<file path="config.mk">
export PLATFORM = sky130hd
export DESIGN_NAME = dzcpuCore
export DESIGN_NICKNAME = d
export VERILOG_FILES = /design/src/design/dzcpuPkg.sv /design/src/design/ucodeLut.sv /design/src/design/ucodeRom.sv /design/src/design/uopSequencer.sv /design/src/design/cpuDatapath.sv /design/src/design/dzcpuCore.sv
export VERILOG_INCLUDE_DIRS = /design/src /design/src/design
export SDC_FILE = /design/constraint.sdc
export NUM_CORES = 1
export LEC_CHECK = 0
export ABC_AREA = 0
export ABC_CLOCK_PERIOD_IN_PS = 5400
export BUFFER_PORTS_ARGS = -buffer_cell sky130_fd_sc_hd__buf_2
export CORE_MARGIN = 2
export CORE_UTILIZATION = 55
export DETAILED_ROUTE_END_ITERATION = 12
export PLACE_DENSITY_LB_ADDON = 0.3
export SYNTH_ARGS = -nofsm -noshare
export SYNTH_HDL_FRONTEND = slang
export SYNTH_SLANG_ARGS = --single-unit
export TNS_END_PERCENT = 50
</file>
<file path="constraint.sdc">
create_clock -name clock -period 5.4 [get_ports clock]
set_clock_uncertainty 0.15 [all_clocks]
set_input_delay 1.08 -clock clock [delete_from_list [all_inputs] [get_ports clock]]
set_output_delay 1.08 -clock clock [all_outputs]
set_load 0.05 [all_outputs]
</file>
<file path="src/design/dzcpu_config.svh">
`ifndef DZCPU_CONFIG_SVH
`define DZCPU_CONFIG_SVH

////////////////////
// Bus widths
////////////////////

// Memory port
`define DZ_ADDR_W 16
`define DZ_DATA_W 8

// Micro program counter and flow index
`define DZ_UIDX_W 8

// Register values after reset
`define DZ_PC_RESET 16'h0000
`define DZ_SP_RESET 16'hFFFE

////////////////////
// Opcodes of the subset
////////////////////

// 16-bit immediate loads
`define OP_LDSPNN 8'h31
`define OP_LDHLNN 8'h21
`define OP_LDDENN 8'h11

// 8-bit immediate loads
`define OP_LDAN 8'h3E
`define OP_LDBN 8'h06
`define OP_LDCN 8'h0E

// Stores through HL, load through DE
`define OP_LDHLA 8'h77
`define OP_LDHLIA 8'h22
`define OP_LDHLDA 8'h32
`define OP_LDADE 8'h1A

// Increment, decrement, stack
`define OP_INCC 8'h0C
`define OP_DECB 8'h05
`define OP_INCHL 8'h23
`define OP_PUSHBC 8'hC5
`define OP_POPBC 8'hC1

`endif

</file>
<file path="src/design/dzcpuPkg.sv">
package dzcpuPkg;

	////////////////////
	// Micro-op fields
	////////////////////

	// Sequencing field, what happens after the micro-op
	typedef enum logic [1:0]
	{
		op     = 2'd0,
		inc    = 2'd1,
		eof    = 2'd2,
		incEof = 2'd3
	} uopFlow;

	// Action field
	typedef enum logic [4:0]
	{
		nop   = 5'd0,
		sma   = 5'd1,
		srm   = 5'd2,
		smw   = 5'd3,
		inc16 = 5'd4,
		dec16 = 5'd5,
		ldA   = 5'd6  // reserved, no flow uses it yet
	} uopAction;

	// Operand field
	typedef enum logic [4:0]
	{
		// Byte registers
		a    = 5'd0,
		b    = 5'd1,
		c    = 5'd2,
		d    = 5'd3,
		e    = 5'd4,
		h    = 5'd5,
		l    = 5'd6,
		spl  = 5'd7,
		sph  = 5'd8,
		// Register pairs
		pc   = 5'd9,
		hl   = 5'd10,
		de   = 5'd11,
		sp   = 5'd12,
		bc   = 5'd13,
		none = 5'd31
	} uopOperand;

	// One ROM word, 12 bits
	typedef struct packed
	{
		uopFlow    flow;
		uopAction  action;
		uopOperand operand;
	} uopWord;

endpackage

</file>
<file path="src/design/ucodeLut.sv">
`timescale 1ns/1ps
`include "dzcpu_config.svh"

module ucodeLut
(
	input  logic [`DZ_DATA_W-1:0] opcode,
	output logic [`DZ_UIDX_W-1:0] flowIdx
);

	////////////////////
	// Opcode to flow start
	////////////////////

	always_comb
	begin
		case (opcode)
			// Immediate 16-bit loads
			`OP_LDSPNN: flowIdx = 8'd1;
			`OP_LDHLNN: flowIdx = 8'd4;
			`OP_LDDENN: flowIdx = 8'd7;
			// Immediate 8-bit loads
			`OP_LDAN:   flowIdx = 8'd10;
			`OP_LDBN:   flowIdx = 8'd12;
			`OP_LDCN:   flowIdx = 8'd14;
			// Memory through HL
			`OP_LDHLA:  flowIdx = 8'd16;
			`OP_LDHLIA: flowIdx = 8'd19;
			`OP_LDHLDA: flowIdx = 8'd23;
			// Memory through DE
			`OP_LDADE:  flowIdx = 8'd27;
			// Single-step arithmetic
			`OP_INCC:   flowIdx = 8'd30;
			`OP_DECB:   flowIdx = 8'd31;
			`OP_INCHL:  flowIdx = 8'd32;
			// Stack
			`OP_PUSHBC: flowIdx = 8'd33;
			`OP_POPBC:  flowIdx = 8'd39;
			// Anything else is a one-byte no-op
			default:    flowIdx = 8'd0;
		endcase
	end

endmodule

</file>
<file path="src/design/ucodeRom.sv">
`timescale 1ns/1ps
`include "dzcpu_config.svh"

module ucodeRom import dzcpuPkg::*;
(
	input  logic [`DZ_UIDX_W-1:0] uIdx,
	output uopWord                uop
);

	////////////////////
	// Flow table
	////////////////////

	// Read is combinational, so srm takes the byte at the
	// address that is selected in the same cycle
	always_comb
	begin
		case (uIdx)
			// Unknown opcode, skip one byte
			8'd0:  uop = '{incEof, nop, none};
			// LD SP,nn
			8'd1:  uop = '{inc, sma, pc};
			8'd2:  uop = '{inc, srm, spl};
			8'd3:  uop = '{incEof, srm, sph};
			// LD HL,nn
			8'd4:  uop = '{inc, sma, pc};
			8'd5:  uop = '{inc, srm, l};
			8'd6:  uop = '{incEof, srm, h};
			// LD DE,nn
			8'd7:  uop = '{inc, sma, pc};
			8'd8:  uop = '{inc, srm, e};
			8'd9:  uop = '{incEof, srm, d};
			// LD A,n
			8'd10: uop = '{inc, sma, pc};
			8'd11: uop = '{incEof, srm, a};
			// LD B,n
			8'd12: uop = '{inc, sma, pc};
			8'd13: uop = '{incEof, srm, b};
			// LD C,n
			8'd14: uop = '{inc, sma, pc};
			8'd15: uop = '{incEof, srm, c};
			// LD (HL),A
			8'd16: uop = '{inc, sma, hl};
			8'd17: uop = '{op, smw, a};
			8'd18: uop = '{eof, sma, pc};
			// LD (HL+),A, store first then step HL
			8'd19: uop = '{inc, sma, hl};
			8'd20: uop = '{op, smw, a};
			8'd21: uop = '{op, inc16, hl};
			8'd22: uop = '{eof, sma, pc};
			// LD (HL-),A
			8'd23: uop = '{inc, sma, hl};
			8'd24: uop = '{op, smw, a};
			8'd25: uop = '{op, dec16, hl};
			8'd26: uop = '{eof, sma, pc};
			// LD A,(DE)
			8'd27: uop = '{inc, sma, de};
			8'd28: uop = '{op, srm, a};
			8'd29: uop = '{eof, sma, pc};
			// INC C
			8'd30: uop = '{incEof, inc16, c};
			// DEC B
			8'd31: uop = '{incEof, dec16, b};
			// INC HL
			8'd32: uop = '{incEof, inc16, hl};
			// PUSH BC, B lands at SP-1 and C at SP-2
			8'd33: uop = '{inc, dec16, sp};
			8'd34: uop = '{op, sma, sp};
			8'd35: uop = '{op, smw, b};
			8'd36: uop = '{op, dec16, sp};
			8'd37: uop = '{op, smw, c};
			8'd38: uop = '{eof, sma, pc};
			// POP BC, C from SP and B from SP+1
			8'd39: uop = '{inc, sma, sp};
			8'd40: uop = '{op, srm, c};
			8'd41: uop = '{op, inc16, sp};
			8'd42: uop = '{op, srm, b};
			8'd43: uop = '{op, inc16, sp};
			8'd44: uop = '{eof, sma, pc};
			// Unused slots
			default: uop = '{op, nop, none};
		endcase
	end

endmodule

</file>
<file path="src/design/uopSequencer.sv">
`timescale 1ns/1ps
`include "dzcpu_config.svh"

module uopSequencer import dzcpuPkg::*;
(
	input  logic                  clock,
	input  logic                  rstN,
	input  logic [`DZ_UIDX_W-1:0] flowIdx,
	input  uopWord                uop,
	output logic [`DZ_UIDX_W-1:0] uIdx,
	output logic                  fetch,
	output logic                  uopValid
);

	////////////////////
	// State
	////////////////////

	typedef enum logic
	{
		stFetch = 1'b0,
		stExec  = 1'b1
	} seqState;

	seqState state;
	logic    flowEnds;

	// Last micro-op of a flow
	assign flowEnds = (uop.flow == eof) || (uop.flow == incEof);

	////////////////////
	// Sequencing
	////////////////////

	always_ff @(posedge clock)
	begin
		if (!rstN)
		begin
			state <= stFetch;
			uIdx  <= '0;
		end
		else
		begin
			case (state)
				// Opcode on the bus, jump to its flow
				stFetch:
				begin
					uIdx  <= flowIdx;
					state <= stExec;
				end
				// One micro-op per cycle
				stExec:
				begin
					if (flowEnds)
					begin
						state <= stFetch;
					end
					else
					begin
						uIdx <= uIdx + 1'b1;
					end
				end
				default:
				begin
					state <= stFetch;
				end
			endcase
		end
	end

	// Status to the datapath
	assign fetch    = (state == stFetch);
	assign uopValid = (state == stExec);

endmodule

</file>
<file path="src/design/cpuDatapath.sv">
`timescale 1ns/1ps
`include "dzcpu_config.svh"

module cpuDatapath import dzcpuPkg::*;
(
	input  logic                  clock,
	input  logic                  rstN,
	input  uopWord                uop,
	input  logic                  uopValid,
	input  logic                  fetch,
	input  logic [`DZ_DATA_W-1:0] memRdData,
	output logic [`DZ_ADDR_W-1:0] memAddr,
	output logic [`DZ_DATA_W-1:0] memWrData,
	output logic                  memWe
);

	// Architectural registers
	logic [`DZ_DATA_W-1:0] regA, regB, regC, regD, regE, regH, regL;
	logic [`DZ_ADDR_W-1:0] regSp, regPc;
	// Current memory address source
	uopOperand             addrSel;

	// Operand views and results
	logic [`DZ_DATA_W-1:0] regVal8, byteData;
	logic [`DZ_ADDR_W-1:0] pairVal, pairStep, selAddr;
	logic                  isByte, stepUp, isStep, byteWr, pairWr, pcInc;

	////////////////////
	// Operand decode
	////////////////////

	always_comb
	begin
		regVal8 = '0;
		isByte  = 1'b1;
		case (uop.operand)
			a:   regVal8 = regA;
			b:   regVal8 = regB;
			c:   regVal8 = regC;
			d:   regVal8 = regD;
			e:   regVal8 = regE;
			h:   regVal8 = regH;
			l:   regVal8 = regL;
			spl: regVal8 = regSp[7:0];
			sph: regVal8 = regSp[15:8];
			default: isByte = 1'b0;
		endcase
		// Pair view of the same field
		case (uop.operand)
			hl:      pairVal = {regH, regL};
			de:      pairVal = {regD, regE};
			sp:      pairVal = regSp;
			bc:      pairVal = {regB, regC};
			default: pairVal = '0;
		endcase
	end

	// Step direction and wrapped results
	assign stepUp   = (uop.action == inc16);
	assign isStep   = (uop.action == inc16) || (uop.action == dec16);
	assign pairStep = stepUp ? pairVal + 16'd1 : pairVal - 16'd1;
	assign byteData = (uop.action == srm) ? memRdData
		: (stepUp ? regVal8 + 8'd1 : regVal8 - 8'd1);

	// Write enables
	assign byteWr = uopValid && isByte && ((uop.action == srm) || isStep);
	assign pairWr = uopValid && !isByte && isStep;
	assign pcInc  = uopValid && ((uop.flow == inc) || (uop.flow == incEof));

	////////////////////
	// Memory port
	////////////////////

	// Live view of the selected register
	always_comb
	begin
		case (addrSel)
			hl:      selAddr = {regH, regL};
			de:      selAddr = {regD, regE};
			sp:      selAddr = regSp;
			bc:      selAddr = {regB, regC};
			default: selAddr = regPc;
		endcase
	end

	// Fetch always reads at PC
	assign memAddr   = fetch ? regPc : selAddr;
	assign memWrData = regVal8;
	assign memWe     = uopValid && (uop.action == smw);

	////////////////////
	// Register update
	////////////////////

	always_ff @(posedge clock)
	begin
		if (!rstN)
		begin
			regA    <= '0;
			regB    <= '0;
			regC    <= '0;
			regD    <= '0;
			regE    <= '0;
			regH    <= '0;
			regL    <= '0;
			regSp   <= `DZ_SP_RESET;
			regPc   <= `DZ_PC_RESET;
			addrSel <= pc;
		end
		else
		begin
			// Address select
			if (fetch)
				addrSel <= pc;
			else if (uopValid && (uop.action == sma))
				addrSel <= uop.operand;
			// Covers the opcode and operand bytes
			if (pcInc)
				regPc <= regPc + 16'd1;
			if (byteWr)
			begin
				case (uop.operand)
					a:   regA <= byteData;
					b:   regB <= byteData;
					c:   regC <= byteData;
					d:   regD <= byteData;
					e:   regE <= byteData;
					h:   regH <= byteData;
					l:   regL <= byteData;
					spl: regSp[7:0] <= byteData;
					sph: regSp[15:8] <= byteData;
					default: ;
				endcase
			end
			if (pairWr)
			begin
				case (uop.operand)
					hl: {regH, regL} <= pairStep;
					de: {regD, regE} <= pairStep;
					sp: regSp <= pairStep;
					bc: {regB, regC} <= pairStep;
					default: ;
				endcase
			end
		end
	end

endmodule

</file>
<file path="src/design/dzcpuCore.sv">
`timescale 1ns/1ps
`include "dzcpu_config.svh"

module dzcpuCore import dzcpuPkg::*;
(
	input  logic                  clock,
	input  logic                  rstN,
	input  logic [`DZ_DATA_W-1:0] memRdData,
	output logic [`DZ_ADDR_W-1:0] memAddr,
	output logic [`DZ_DATA_W-1:0] memWrData,
	output logic                  memWe,
	output logic                  opFetch
);

	// Sequencer to tables
	logic [`DZ_UIDX_W-1:0] uIdx, flowIdx;
	uopWord                uop;
	logic                  uopValid;

	////////////////////
	// Control
	////////////////////

	uopSequencer sequencer (
		.clock(clock), .rstN(rstN), .flowIdx(flowIdx), .uop(uop),
		.uIdx(uIdx), .fetch(opFetch), .uopValid(uopValid)
	);

	// Opcode straight off the read bus
	ucodeLut lut (.opcode(memRdData), .flowIdx(flowIdx));

	ucodeRom rom (.uIdx(uIdx), .uop(uop));

	////////////////////
	// Datapath
	////////////////////

	cpuDatapath datapath (
		.clock(clock), .rstN(rstN), .uop(uop), .uopValid(uopValid),
		.fetch(opFetch), .memRdData(memRdData), .memAddr(memAddr),
		.memWrData(memWrData), .memWe(memWe)
	);

endmodule

</file>
==> flow_summary.ini <==
[floorplan]
die_y_um = 131.8
die-area_mm2 = 0.01737
initial_utilization = 0.5636
coreArea_mm2 = 0.01594
rows = 46
pin_count = 36
floorplan.die.width_um = 131.8

[worst_setup_path]
cp_max_fo = 13
r2r_slack_ns = 0.76
rr_worst_depth = 16
reg2reg_from = sequencer.uIdx[7]
start_kind = register
crit_end = datapath.regB[3]
crit_arrival_ns = 4.75
cp.required_ns = 5.51
crit_start = sequencer.uIdx[7]
crit_type = register to register
end_kind = register
worstReg2RegEnd = datapath.regB[3]

[clock_tree]
path_clk_slew_ns = 0.08
cts_resized = 0
cts_buffer_depth = 2
numCtsBuffers = 9
cts_tree = done
clk-insertion-delay-late_ns = 0.37
post_cts_buffers = 0
holdBufCountCts = 0
htree_levels = 3
cts_root_buf = clkbuf_16
cts.sinks = 112

[synth]
ys_seq_area_frac = 0.2495
syn_area_per_cell_um2 = 7.647
syn_inst = 1175
synth_top_cell_by_area = dfxtp_1
async_flop_share = 0
synthDistinctLibCells = 95
yosysWarnings = 0
synth_edf_count = 0
ys_seq_elements = 112
yosys.area.top_type_share = 0.2495
synth_ff_type = dfxtp_1
syn-num-nets = 1217
syn_area_mm2 = 0.008985
synthTopCellsByArea = dfxtp_1 25%, nand2_1 6.5%, nor2_1 5.0%, a22oi_1 4.6%, ha_1 4.2%

[sta]
slew_violations = 0
timing.hold.ws_ns = 0.3196
rsz0062_at_grt = false
final-hold-violation-count = 0
layout_min_cycle_time_ns = 4.640
setup_tns_ns = 0
relSlewSlack = 0.1182
timing.final.crit_share = 0.8593
tightestPinTransition_ns = 1.321
fmax_ghz = 0.2155
setup_viol = 0

[run]
maxCapViolations = 0

[cells_and_area]
utilization = 0.6039
num_antenna_cells = 0
drive_gt1_frac = 0.1162
seq_area_mm2 = 0.002242
fillers = 1472
multi_input_area_mm2 = 0.006347
nets = 1207
final_common_cell = nand2_1
syn_to_final_growth_pct = 7.158
layout_common_cells = 155 x nand2_1, 119 x nor2_1, 112 x dfxtp_1

[global_routing]
grt_use_total = 0.3623
grt_max_degree = 57
grt_pass1_vias = 8514
grt.overflow.total = 0
grt_pass1_wl_um = 49600
antenna_found_initial = 0

[hold_path]
hold_class = register to register

[placement]
gp_congestion = 1.044
dp_hpwl_um = 22980
place.port_buffers = 35

[power_and_ir_drop]
p_per_area_mw_per_mm2 = 308.6
leakage_nw = 3.709
irDropWorstVdd_mv = 0.1850

[detailed_routing]
route.detailed.drc = 0
drtIter0Drc = 1545
viasPerCell = 6.962
via_count = 9649
dr.pass1.iters = 6
wirelength_um = 32020
drt.antenna.violating_nets = 0
wl_per_cell_um = 23.10

[status]
outcome = complete, no violations
-- worst min path at each step --
stage / startpoint / to / slack, ns / depth (start not counted)
floorplan: datapath.addrSel[3] / datapath.addrSel[3] / 0.28 / 1
CTS: datapath.addrSel[3] / datapath.addrSel[3] / 0.32 / 1
detailed placement: datapath.addrSel[3] / datapath.addrSel[3] / 0.30 / 1
finish: datapath.addrSel[3] / datapath.addrSel[3] / 0.32 / 1
global route: datapath.addrSel[3] / datapath.addrSel[3] / 0.35 / 1
global placement: datapath.addrSel[3] / datapath.addrSel[3] / 0.30 / 1
-- logic make-up (layout without fill, tap and decap cells) --
family,count (synthesis),after routing,synth area share
DFF,112,112,0.2495
xor gates and xnor gates,41,41,0.04080
buffers and inverters,102,97,0.04749
muxes,44,44,0.06698
adders and majority gates,32,32,0.04623
and+or+nand+nor,481,481,0.2678
AOI/OAI and AO/OA,363,363,0.2812
-- cells in the mapped netlist (9+ instances only) --
| cell | instances |
|---|---|
| a211oi_1 | 25 |
| a21o_1 | 12 |
| a21oi_1 | 68 |
| a22oi_1 | 55 |
| a31oi_1 | 29 |
| and2_1 | 12 |
| and3_1 | 26 |
| buf_2 | 14 |
| clkbuf_1 | 62 |
| dfxtp_1 | 112 |
| ha_1 | 30 |
| inv_1 | 19 |
| mux2i_1 | 23 |
| mux4_2 | 12 |
| nand2_1 | 155 |
| nand2b_1 | 14 |
| nand3_1 | 30 |
| nand4_1 | 10 |
| nor2_1 | 119 |
| nor2b_1 | 9 |
| nor3_1 | 35 |
| o211ai_1 | 31 |
| o21a_1 | 11 |
| o21ai_0 | 52 |
| o31ai_1 | 10 |
| or3_1 | 11 |
| xnor2_1 | 16 |
| xor2_1 | 24 |
-- final cells by class --
cell class              count  area share
inverters                  20    0.007797
multi-input cells         961      0.6593
flip-flops and latches    112      0.2329
well taps                 216     0.02807
clock buffers              10     0.02482
repair buffers             61     0.03847
clock inverters             6    0.008707
-- stage by stage --
| stage | power (W) | worst slack [ns] | cell area, um^2 | std cells |
|---|---|---|---|---|
| after floorplan | 0.001863 | 1.144 | 8985 | 1175 |
| after global placement | 0.002195 | 0.9297 | 9305 | 1370 |
| after detailed placement | 0.002200 | 0.9146 | 9305 | 1370 |
| after CTS | 0.002920 | 0.8743 | 9628 | 1386 |
| after global routing | 0.003085 | 0.4641 | 9628 | 1386 |
| final | 0.002972 | 0.7598 | 9628 | 1386 |
-- routing by layer --
layer,up-vias,global-route usage,share of wire
met1,4455,0.5131,0.41
met3,131,0.08497,0.13
met4,2,0.1787,0.050
met2,712,0.5140,0.41
met5,-,0.01667,0.0012
li1,4349,-,-
-- worst max-delay path, cell delays in order (launching register included) --
cell and delay [ns]:
dfxtp_1 0.46, or2_2 0.39, nor2_1 0.22, nand3_1 0.22, nor2_1 0.47, a22oi_1 0.16, o21ai_0 0.11, ha_1 0.31
a21o_1 0.18, or3_1 0.33, o311ai_1 0.27, buf_4 0.21, o311ai_2 0.10, a21oi_1 0.20, xor2_1 0.45, nand2_1 0.11
and3_1 0.19
-- state kept, by name, indices dropped and copies added, names as in the netlist, named ones only --
name                count
datapath.addrSel        5
datapath.regA           8
datapath.regB           8
datapath.regC           8
datapath.regD           8
datapath.regE           8
datapath.regH           8
datapath.regL           8
datapath.regPc         16
datapath.regSp         16
sequencer.uIdx          8
sequencer.uopValid      1
-- report_power, final --
| group | total, W | switching (W) | internal (W) | leakage [nW] |
|---|---|---|---|---|
| Sequential | 0.000905 | 0.0000490 | 0.000856 | 0.907 |
| Combinational | 0.00133 | 0.000889 | 0.000443 | 2.64 |
| Clock | 0.000734 | 0.000349 | 0.000385 | 0.158 |
| Total | 0.00297 | 0.00129 | 0.00168 | 3.71 |
Power figures use the tool's default switching activity.
